<file path="src/proc_pkg.sv">
`default_nettype none

package proc_pkg;

    typedef logic [31:0] word_t;
    typedef logic [4:0]  reg_idx_t;

    typedef enum logic [4:0] {
        OP_RTYPE = 5'd0,
        OP_J     = 5'd1,
        OP_BNE   = 5'd2,
        OP_JAL   = 5'd3,
        OP_JR    = 5'd4,
        OP_ADDI  = 5'd5,
        OP_BLT   = 5'd6,
        OP_SW    = 5'd7,
        OP_LW    = 5'd8
    } opcode_t;

    typedef enum logic [4:0] {
        ALU_ADD = 5'd0,
        ALU_SUB = 5'd1,
        ALU_AND = 5'd2,
        ALU_OR  = 5'd3,
        ALU_SLL = 5'd4,
        ALU_SRA = 5'd5
    } alu_op_t;

    // Instruction field positions
    localparam int OPCODE_MSB = 31;
    localparam int OPCODE_LSB = 27;
    localparam int RD_MSB     = 26;
    localparam int RD_LSB     = 22;
    localparam int RS_MSB     = 21;
    localparam int RS_LSB     = 17;
    localparam int RT_MSB     = 16;
    localparam int RT_LSB     = 12;
    localparam int SHAMT_MSB  = 11;
    localparam int SHAMT_LSB  = 7;
    localparam int ALUOP_MSB  = 6;
    localparam int ALUOP_LSB  = 2;
    localparam int IMM_MSB    = 16; // Immediate is [16:0], signed
    localparam int TARGET_MSB = 26; // Target is [26:0], unsigned

    localparam reg_idx_t REG_ZERO = 5'd0;
    localparam reg_idx_t REG_LINK = 5'd31; // jal destination

    // add r0, r0, r0
    localparam word_t NOP_INST = 32'h0000_0000;

    function automatic opcode_t inst_opcode(input word_t inst);
        return opcode_t'(inst[OPCODE_MSB:OPCODE_LSB]);
    endfunction

    function automatic word_t sign_ext_imm(input word_t inst);
        return {{(31 - IMM_MSB){inst[IMM_MSB]}}, inst[IMM_MSB:0]};
    endfunction

endpackage

`default_nettype wire

</file>
<file path="src/alu.sv">
`default_nettype none

module alu (
    input  proc_pkg::word_t   operand_a,
    input  proc_pkg::word_t   operand_b,
    input  proc_pkg::alu_op_t op,
    input  logic [4:0]        shamt,
    output proc_pkg::word_t   result,
    output logic              not_equal,
    output logic              less_than
);
    import proc_pkg::*;

    word_t sum;
    word_t diff;
    logic  sub_overflow;

    assign sum  = operand_a + operand_b;
    assign diff = operand_a - operand_b;

    // Signed overflow of a - b
    assign sub_overflow = (operand_a[31] != operand_b[31]) && (diff[31] != operand_a[31]);

    // Flags come from the subtractor whatever op is selected
    assign not_equal = |diff;
    assign less_than = diff[31] ^ sub_overflow;

    always_comb begin
        case (op)
            ALU_ADD: begin
                result = sum;
            end
            ALU_SUB: begin
                result = diff;
            end
            ALU_AND: begin
                result = operand_a & operand_b;
            end
            ALU_OR: begin
                result = operand_a | operand_b;
            end
            ALU_SLL: begin
                result = operand_a << shamt;
            end
            ALU_SRA: begin
                result = $signed(operand_a) >>> shamt;
            end
            default: begin
                result = '0; // Unused aluop codes
            end
        endcase
    end

endmodule

`default_nettype wire

</file>
<file path="src/fetch_unit.sv">
`default_nettype none

module fetch_unit (
    input  logic            clock,
    input  logic            rst_n,
    input  logic            redirect,
    input  proc_pkg::word_t redirect_pc,
    input  proc_pkg::word_t q_imem,
    output proc_pkg::word_t address_imem,
    output proc_pkg::word_t fd_inst,
    output proc_pkg::word_t fd_pc_plus_one
);
    import proc_pkg::*;

    word_t pc;
    word_t pc_plus_one;
    word_t next_pc;

    assign pc_plus_one  = pc + 32'd1;
    assign next_pc      = redirect ? redirect_pc : pc_plus_one; // Taken branch or jump wins
    assign address_imem = pc;

    always_ff @(posedge clock or negedge rst_n) begin
        if (!rst_n) begin
            pc      <= '0;
            fd_inst <= NOP_INST;
        end else begin
            pc      <= next_pc;
            fd_inst <= redirect ? NOP_INST : q_imem; // Squash the wrong-path fetch
        end
    end

    // Successor address travels with the instruction
    always_ff @(posedge clock) begin
        fd_pc_plus_one <= pc_plus_one;
    end

endmodule

`default_nettype wire

</file>
<file path="src/decode_stage.sv">
`default_nettype none

module decode_stage (
    input  logic               clock,
    input  logic               rst_n,
    input  logic               redirect,
    input  proc_pkg::word_t    fd_inst,
    input  proc_pkg::word_t    fd_pc_plus_one,
    output proc_pkg::reg_idx_t ctrl_readRegA,
    output proc_pkg::reg_idx_t ctrl_readRegB,
    input  proc_pkg::word_t    data_readRegA,
    input  proc_pkg::word_t    data_readRegB,
    input  logic               wb_enable,
    input  proc_pkg::reg_idx_t wb_reg,
    input  proc_pkg::word_t    wb_data,
    output proc_pkg::word_t    de_inst,
    output proc_pkg::word_t    de_pc_plus_one,
    output proc_pkg::word_t    de_reg_a,
    output proc_pkg::word_t    de_reg_b,
    output proc_pkg::reg_idx_t de_read_a,
    output proc_pkg::reg_idx_t de_read_b,
    output proc_pkg::reg_idx_t de_write_reg
);
    import proc_pkg::*;

    opcode_t  op;
    reg_idx_t rd;
    reg_idx_t rs;
    reg_idx_t rt;
    logic     reads_rd;
    logic     no_dest;
    reg_idx_t write_reg;
    word_t    corr_a;
    word_t    corr_b;

    assign op = inst_opcode(fd_inst);
    assign rd = fd_inst[RD_MSB:RD_LSB];
    assign rs = fd_inst[RS_MSB:RS_LSB];
    assign rt = fd_inst[RT_MSB:RT_LSB];

    // Compares, jr and sw take their second operand from rd
    assign reads_rd = (op == OP_BNE) || (op == OP_BLT) || (op == OP_JR) || (op == OP_SW);

    assign ctrl_readRegA = rs;

    always_comb begin
        if (reads_rd) begin
            ctrl_readRegB = rd;
        end else if (op == OP_LW) begin
            ctrl_readRegB = rs;
        end else begin
            ctrl_readRegB = rt;
        end
    end

    // Stores, branches and jumps leave the register file alone
    assign no_dest   = (op == OP_SW) || (op == OP_BNE) || (op == OP_BLT) ||
                       (op == OP_J) || (op == OP_JR);
    assign write_reg = no_dest ? REG_ZERO : rd;

    // Register file is written at the end of this cycle, so pick up the value now
    assign corr_a = (wb_enable && wb_reg == ctrl_readRegA) ? wb_data : data_readRegA;
    assign corr_b = (wb_enable && wb_reg == ctrl_readRegB) ? wb_data : data_readRegB;

    always_ff @(posedge clock or negedge rst_n) begin
        if (!rst_n) begin
            de_inst      <= NOP_INST;
            de_read_a    <= REG_ZERO;
            de_read_b    <= REG_ZERO;
            de_write_reg <= REG_ZERO;
        end else begin
            de_inst      <= redirect ? NOP_INST : fd_inst;
            de_read_a    <= ctrl_readRegA;
            de_read_b    <= ctrl_readRegB;
            de_write_reg <= redirect ? REG_ZERO : write_reg; // Flushed slot writes nothing
        end
    end

    always_ff @(posedge clock) begin
        de_pc_plus_one <= fd_pc_plus_one;
        de_reg_a       <= corr_a;
        de_reg_b       <= corr_b;
    end

endmodule

`default_nettype wire

</file>
<file path="src/execute_stage.sv">
`default_nettype none

module execute_stage (
    input  logic               clock,
    input  logic               rst_n,
    input  proc_pkg::word_t    de_inst,
    input  proc_pkg::word_t    de_pc_plus_one,
    input  proc_pkg::word_t    de_reg_a,
    input  proc_pkg::word_t    de_reg_b,
    input  proc_pkg::reg_idx_t de_read_a,
    input  proc_pkg::reg_idx_t de_read_b,
    input  proc_pkg::reg_idx_t de_write_reg,
    input  proc_pkg::word_t    mem_fwd_data,
    input  proc_pkg::word_t    wb_data,
    input  logic               wb_enable,
    input  proc_pkg::reg_idx_t wb_reg,
    output logic               redirect,
    output proc_pkg::word_t    redirect_pc,
    output proc_pkg::word_t    em_inst,
    output proc_pkg::word_t    em_result,
    output proc_pkg::word_t    em_store_data,
    output proc_pkg::reg_idx_t em_write_reg,
    output logic               em_writes
);
    import proc_pkg::*;

    opcode_t  op;
    logic     is_bne;
    logic     is_blt;
    logic     is_j;
    logic     is_jal;
    logic     is_jr;
    logic     use_imm;
    logic     branch_taken;
    word_t    imm_ext;
    word_t    fwd_a;
    word_t    fwd_b;
    word_t    operand_sel;
    word_t    alu_a;
    word_t    alu_b;
    word_t    alu_result;
    word_t    branch_target;
    alu_op_t  alu_op;
    logic     not_equal;
    logic     less_than;
    reg_idx_t write_reg;
    logic     writes;

    // Youngest producer first, then the one in writeback
    function automatic word_t forward(input reg_idx_t idx, input word_t reg_val);
        if (em_writes && em_write_reg == idx) begin
            return mem_fwd_data;
        end else if (wb_enable && wb_reg == idx) begin
            return wb_data;
        end
        return reg_val;
    endfunction

    assign op      = inst_opcode(de_inst);
    assign is_bne  = (op == OP_BNE);
    assign is_blt  = (op == OP_BLT);
    assign is_j    = (op == OP_J);
    assign is_jal  = (op == OP_JAL);
    assign is_jr   = (op == OP_JR);
    assign use_imm = (op == OP_ADDI) || (op == OP_LW) || (op == OP_SW);
    assign imm_ext = sign_ext_imm(de_inst);

    always_comb begin
        fwd_a = forward(de_read_a, de_reg_a);
        fwd_b = forward(de_read_b, de_reg_b);
    end

    assign operand_sel = use_imm ? imm_ext : fwd_b;

    // blt tests rd < rs, so rd goes on the A side
    assign alu_a = is_blt ? operand_sel : fwd_a;
    assign alu_b = is_blt ? fwd_a : operand_sel;

    always_comb begin
        if (op == OP_RTYPE) begin
            alu_op = alu_op_t'(de_inst[ALUOP_MSB:ALUOP_LSB]);
        end else if (is_bne || is_blt) begin
            alu_op = ALU_SUB;
        end else begin
            alu_op = ALU_ADD; // addi and address calculation
        end
    end

    alu u_alu (
        .operand_a (alu_a),
        .operand_b (alu_b),
        .op        (alu_op),
        .shamt     (de_inst[SHAMT_MSB:SHAMT_LSB]),
        .result    (alu_result),
        .not_equal (not_equal),
        .less_than (less_than)
    );

    assign branch_taken  = (is_bne && not_equal) || (is_blt && less_than);
    assign branch_target = de_pc_plus_one + imm_ext;
    assign redirect      = is_j || is_jal || is_jr || branch_taken;

    always_comb begin
        if (is_jr) begin
            redirect_pc = fwd_b; // Forwarded rd
        end else if (is_j || is_jal) begin
            redirect_pc = {{(31 - TARGET_MSB){1'b0}}, de_inst[TARGET_MSB:0]};
        end else begin
            redirect_pc = branch_target;
        end
    end

    assign write_reg = is_jal ? REG_LINK : de_write_reg;
    assign writes    = ((op == OP_RTYPE) || (op == OP_ADDI) || (op == OP_LW) || is_jal) &&
                       (write_reg != REG_ZERO);

    always_ff @(posedge clock or negedge rst_n) begin
        if (!rst_n) begin
            em_inst      <= NOP_INST;
            em_write_reg <= REG_ZERO;
            em_writes    <= 1'b0;
        end else begin
            em_inst      <= de_inst;
            em_write_reg <= write_reg;
            em_writes    <= writes;
        end
    end

    always_ff @(posedge clock) begin
        em_result     <= is_jal ? de_pc_plus_one : alu_result; // Link value for jal
        em_store_data <= fwd_b;
    end

endmodule

`default_nettype wire

</file>
<file path="src/result_stage.sv">
`default_nettype none

module result_stage (
    input  logic               clock,
    input  logic               rst_n,
    input  proc_pkg::word_t    em_inst,
    input  proc_pkg::word_t    em_result,
    input  proc_pkg::word_t    em_store_data,
    input  proc_pkg::reg_idx_t em_write_reg,
    input  logic               em_writes,
    output proc_pkg::word_t    address_dmem,
    output proc_pkg::word_t    data,
    output logic               wren,
    input  proc_pkg::word_t    q_dmem,
    output proc_pkg::word_t    mem_fwd_data,
    output logic               ctrl_writeEnable,
    output proc_pkg::reg_idx_t ctrl_writeReg,
    output proc_pkg::word_t    data_writeReg
);
    import proc_pkg::*;

    opcode_t op;

    assign op = inst_opcode(em_inst);

    // ALU result is the address for both lw and sw
    assign address_dmem = em_result;
    assign data         = em_store_data;
    assign wren         = (op == OP_SW);

    // Read data is combinational, so a load forwards in the same cycle
    assign mem_fwd_data = (op == OP_LW) ? q_dmem : em_result;

    always_ff @(posedge clock or negedge rst_n) begin
        if (!rst_n) begin
            ctrl_writeEnable <= 1'b0;
            ctrl_writeReg    <= REG_ZERO;
        end else begin
            ctrl_writeEnable <= em_writes;
            ctrl_writeReg    <= em_write_reg;
        end
    end

    always_ff @(posedge clock) begin
        data_writeReg <= mem_fwd_data;
    end

endmodule

`default_nettype wire

</file>
<file path="src/processor.sv">
`default_nettype none

module processor (
    input  logic               clock,
    input  logic               rst_n,
    output proc_pkg::word_t    address_imem,
    input  proc_pkg::word_t    q_imem,
    output proc_pkg::word_t    address_dmem,
    output proc_pkg::word_t    data,
    output logic               wren,
    input  proc_pkg::word_t    q_dmem,
    output logic               ctrl_writeEnable,
    output proc_pkg::reg_idx_t ctrl_writeReg,
    output proc_pkg::reg_idx_t ctrl_readRegA,
    output proc_pkg::reg_idx_t ctrl_readRegB,
    output proc_pkg::word_t    data_writeReg,
    input  proc_pkg::word_t    data_readRegA,
    input  proc_pkg::word_t    data_readRegB
);
    import proc_pkg::*;

    logic     redirect;
    word_t    redirect_pc;
    word_t    fd_inst;
    word_t    fd_pc_plus_one;
    word_t    de_inst;
    word_t    de_pc_plus_one;
    word_t    de_reg_a;
    word_t    de_reg_b;
    reg_idx_t de_read_a;
    reg_idx_t de_read_b;
    reg_idx_t de_write_reg;
    word_t    em_inst;
    word_t    em_result;
    word_t    em_store_data;
    reg_idx_t em_write_reg;
    logic     em_writes;
    word_t    mem_fwd_data;

    fetch_unit u_fetch (
        .clock          (clock),
        .rst_n          (rst_n),
        .redirect       (redirect),
        .redirect_pc    (redirect_pc),
        .q_imem         (q_imem),
        .address_imem   (address_imem),
        .fd_inst        (fd_inst),
        .fd_pc_plus_one (fd_pc_plus_one)
    );

    // Writeback port doubles as the write-through source
    decode_stage u_decode (
        .clock          (clock),
        .rst_n          (rst_n),
        .redirect       (redirect),
        .fd_inst        (fd_inst),
        .fd_pc_plus_one (fd_pc_plus_one),
        .ctrl_readRegA  (ctrl_readRegA),
        .ctrl_readRegB  (ctrl_readRegB),
        .data_readRegA  (data_readRegA),
        .data_readRegB  (data_readRegB),
        .wb_enable      (ctrl_writeEnable),
        .wb_reg         (ctrl_writeReg),
        .wb_data        (data_writeReg),
        .de_inst        (de_inst),
        .de_pc_plus_one (de_pc_plus_one),
        .de_reg_a       (de_reg_a),
        .de_reg_b       (de_reg_b),
        .de_read_a      (de_read_a),
        .de_read_b      (de_read_b),
        .de_write_reg   (de_write_reg)
    );

    execute_stage u_execute (
        .clock          (clock),
        .rst_n          (rst_n),
        .de_inst        (de_inst),
        .de_pc_plus_one (de_pc_plus_one),
        .de_reg_a       (de_reg_a),
        .de_reg_b       (de_reg_b),
        .de_read_a      (de_read_a),
        .de_read_b      (de_read_b),
        .de_write_reg   (de_write_reg),
        .mem_fwd_data   (mem_fwd_data),
        .wb_data        (data_writeReg),
        .wb_enable      (ctrl_writeEnable),
        .wb_reg         (ctrl_writeReg),
        .redirect       (redirect),
        .redirect_pc    (redirect_pc),
        .em_inst        (em_inst),
        .em_result      (em_result),
        .em_store_data  (em_store_data),
        .em_write_reg   (em_write_reg),
        .em_writes      (em_writes)
    );

    result_stage u_result (
        .clock            (clock),
        .rst_n            (rst_n),
        .em_inst          (em_inst),
        .em_result        (em_result),
        .em_store_data    (em_store_data),
        .em_write_reg     (em_write_reg),
        .em_writes        (em_writes),
        .address_dmem     (address_dmem),
        .data             (data),
        .wren             (wren),
        .q_dmem           (q_dmem),
        .mem_fwd_data     (mem_fwd_data),
        .ctrl_writeEnable (ctrl_writeEnable),
        .ctrl_writeReg    (ctrl_writeReg),
        .data_writeReg    (data_writeReg)
    );

endmodule

`default_nettype wire

</file>
<file path="config.mk">
export PLATFORM = sky130hd
export DESIGN_NAME = processor
export DESIGN_NICKNAME = d
export VERILOG_FILES = /design/src/proc_pkg.sv /design/src/alu.sv /design/src/fetch_unit.sv /design/src/decode_stage.sv /design/src/execute_stage.sv /design/src/result_stage.sv /design/src/processor.sv
export SDC_FILE = /design/constraint.sdc
export NUM_CORES = 1
export LEC_CHECK = 0
export BUFFER_PORTS_ARGS = -buffer_cell sky130_fd_sc_hd__buf_4
export CAP_MARGIN = 25
export CORE_MARGIN = 3
export CORE_UTILIZATION = 43
export DETAILED_ROUTE_END_ITERATION = 6
export MAX_ROUTING_LAYER = met4
export PLACE_DENSITY = 0.58
export SETUP_SLACK_MARGIN = 0.4
export SYNTH_ARGS = -nofsm -noshare
export SYNTH_HDL_FRONTEND = slang
export SYNTH_HIERARCHICAL = 1
export SYNTH_SLANG_ARGS = --single-unit
</file>
<file path="constraint.sdc">
create_clock -name clock -period 11.9 [get_ports clock]
set_input_delay 1.785 -clock clock [delete_from_list [all_inputs] [get_ports clock]]
set_output_delay 1.785 -clock clock [all_outputs]
set_load 0.02 [all_outputs]
</file>
==> impl_table.tex <==
\begin{tabular}{lr}
\hline
Metric & Value \\
\hline
\multicolumn{2}{l}{\textbf{Status}} \\
\quad Run status & finished clean \\
\multicolumn{2}{l}{\textbf{Floorplanning}} \\
\quad Width of the die & 248 um \\
\quad Height of the chip & 248 um \\
\quad \# rows & 88 \\
\quad Io pins & between 200 and 300 \\
\quad Initial core utilization & 0.436 \\
\quad Die area & 61,700 um\^{}2 \\
\quad Area inside the core boundary & just under 60,000 um\^{}2 \\
\multicolumn{2}{l}{\textbf{Detailed routing}} \\
\quad Antenna violation net count after detailed routing & 0 \\
\quad Remaining routing DRC violations & 0 \\
\quad DR vias & around 24,000 \\
\quad Number of DRC violations after detailed-routing iteration 0 & $\sim$2,200 \\
\quad Average detailed-routed wire length per instance & $\sim$27 um \\
\quad Routed Wire Length & 106,000 um \\
\quad Via count normalized by instance count & 6.06 \\
\quad Initial DRT Pass Iterations & 6 \\
\multicolumn{2}{l}{\textbf{Worst setup path}} \\
\quad CP max stage cell & sky130\_fd\_sc\_hd\_\_o21ai\_0 \\
\quad Sort of element at the start of the critical path & flip-flop \\
\quad Largest fanout on the critical path & between 80 and 90 \\
\quad Start point of the critical path & u\_result/ctrl\_writeReg[3] \\
\quad Required time of the worst setup path & 12.32 ns \\
\quad Number of buffer and inverter instances along the worst setup path & 4 \\
\quad Critical path type & reg2reg \\
\quad Dominant delay contributor by cell family on the critical path & compound AO/OA/AOI/OAI gates \\
\quad Maximum cell stage delay along the critical path & roughly 0.8 ns \\
\quad Arrival time of the worst setup path & $\sim$12 ns \\
\quad Startpoint of the lowest-slack register-to-register path & u\_result/ctrl\_writeReg[3] \\
\quad Critical path endpoint category & flip-flop \\
\multicolumn{2}{l}{\textbf{Timing}} \\
\quad Clock skew after layout & about 0.020 ns \\
\quad Pin slew with the least headroom to its limit & $\sim$1.1 ns \\
\quad Slew headroom & 0.233 \\
\quad Unrepaired setup endpoints after global routing & no \\
\quad Final-report max-slew violation count & 0 \\
\quad Minimum setup slack in the final design & approximately 0.8 ns \\
\quad Count of endpoints failing hold in the final timing report & 0 \\
\quad Achievable Freq & 90.1 MHz \\
\quad Setup total negative slack & 0 ns \\
\quad Setup-failing EPs final & 0 \\
\quad Min Clock Period, post-route & between 10 and 15 ns \\
\quad Post-route fraction of the period consumed by the critical path & 0.932 \\
\multicolumn{2}{l}{\textbf{Clock tree}} \\
\quad Post-CTS clock slew at the launch and capture registers of the worst setup and hold paths & approximately 0.060 ns \\
\quad Clock Sinks & around 350 \\
\quad Source-to-sink clock delay at the later pin of the worst-skew pair & approximately 0.55 ns \\
\quad CTS Buf Count & 38 \\
\quad Number of post-CTS setup repair buffers & 0 \\
\quad CTS tree & done \\
\quad Maximum clock path buffer count & 3 \\
\quad Clock tree root driver cell & sky130\_fd\_sc\_hd\_\_clkbuf\_16 \\
\quad Level count of the clock H-tree & 2 \\
\quad Quantity of gates resized following cts & 0 \\
\quad Number of hold buffers added after cts & 0 \\
\multicolumn{2}{l}{\textbf{Yosys}} \\
\quad Avg Inst Size Synth & between 8 and 9 um\^{}2 \\
\quad Synth Warn \# & 6 \\
\quad Synthesized netlist cell count & 2,988 \\
\quad Post-synthesis cell area & approximately 25,000 um\^{}2 \\
\quad Total nets after synthesis & around 3,300 \\
\multicolumn{2}{l}{\textbf{Global routing}} \\
\quad Largest net degree at the start of global routing & 93 \\
\quad Vias in the first global route & 22,800 \\
\quad Number of antenna violations at the first check in global routing & 3 \\
\quad Wire length of the first global-routing pass & approximately 150,000 um \\
\quad Overflow left after global routing & 0 \\
\quad Overall routing resource usage & 0.346 \\
\multicolumn{2}{l}{\textbf{Min path}} \\
\quad Launch point of the worst hold path & u\_fetch/fd\_pc\_plus\_one[1] \\
\quad Hold WC Path Type & reg2reg \\
\multicolumn{2}{l}{\textbf{Placement}} \\
\quad Final weighted congestion in routability-driven placement & a little over 1 \\
\quad Placed insts & about 3,800 \\
\quad Half-perimeter wire length after detailed placement & around 85,000 um \\
\quad Port buffer count & 274 \\
\quad Pre-CTS setup slack & around 0.90 ns \\
\multicolumn{2}{l}{\textbf{Cells and area}} \\
\quad Commonest non-fill, non-tap cell in the layout & sky130\_fd\_sc\_hd\_\_buf\_4 \\
\quad Final Instance Count excl. Fillers & about 3,900 \\
\quad NumNets Final & approximately 3,400 \\
\quad Top library cells by usage in the layout, fill and taps aside & 328 x sky130\_fd\_sc\_hd\_\_buf\_4, 263 x sky130\_fd\_sc\_hd\_\_nand2\_1, 258 x sky130\_fd\_sc\_hd\_\_o21ai\_0 \\
\quad Area grow syn2layout & 13.8\% \\
\quad Proportion of layout cells with a drive suffix above 1 & 0.200 \\
\multicolumn{2}{l}{\textbf{Job}} \\
\quad Max-capacitance violation count & 0 \\
\hline
\end{tabular}
-- final cells by class --
type                            count  area, um^2
Multi-Input combinational cell   2265       15800
Antenna cell                        4        10.0
Timing Repair Buffer              332        2530
Clock inverter                     14         164
Sequential cell                   352        7690
Inverter                          117         439
Clock buffer                       56        1120
Fill cell                        5690       29200
Tap cell                          765         957
-- stage by stage --
stage           util  area [um^2]  hold slack, ns
6_report       0.496        28700           0.322
5_1_grt        0.496        28700           0.331
4_1_cts        0.496        28700           0.324
3_5_place_dp   0.473        27400           0.312
3_3_place_gp   0.473        27400           0.310
2_1_floorplan      -        25200           0.310
-- metal layers --
layer  track usage  part of all wire  up-vias
met5             -                 0        -
met4         0.111             0.036        0
met3        0.0550             0.071      173
met2         0.536              0.45     1071
met1         0.463              0.44    11600
li1              -                 -    10800
-- worst paths after layout --
check                                              to  slack (ns)  cells past startpoint
max                          u_fetch/address_imem[29]        0.81                     35
min in group asynchronous          u_fetch/fd_inst[5]        1.31                      1
max reg2reg                  u_fetch/address_imem[29]        0.81                     35
min reg2reg                u_decode/de_pc_plus_one[1]        0.32                      0
max in group asynchronous   u_execute/em_write_reg[3]        9.16                      2
min                        u_decode/de_pc_plus_one[1]        0.32                      0
Power is left out: the tool's default activity adds up to more than one toggle a clock period on the data nets, which glitch-free logic cannot reach.
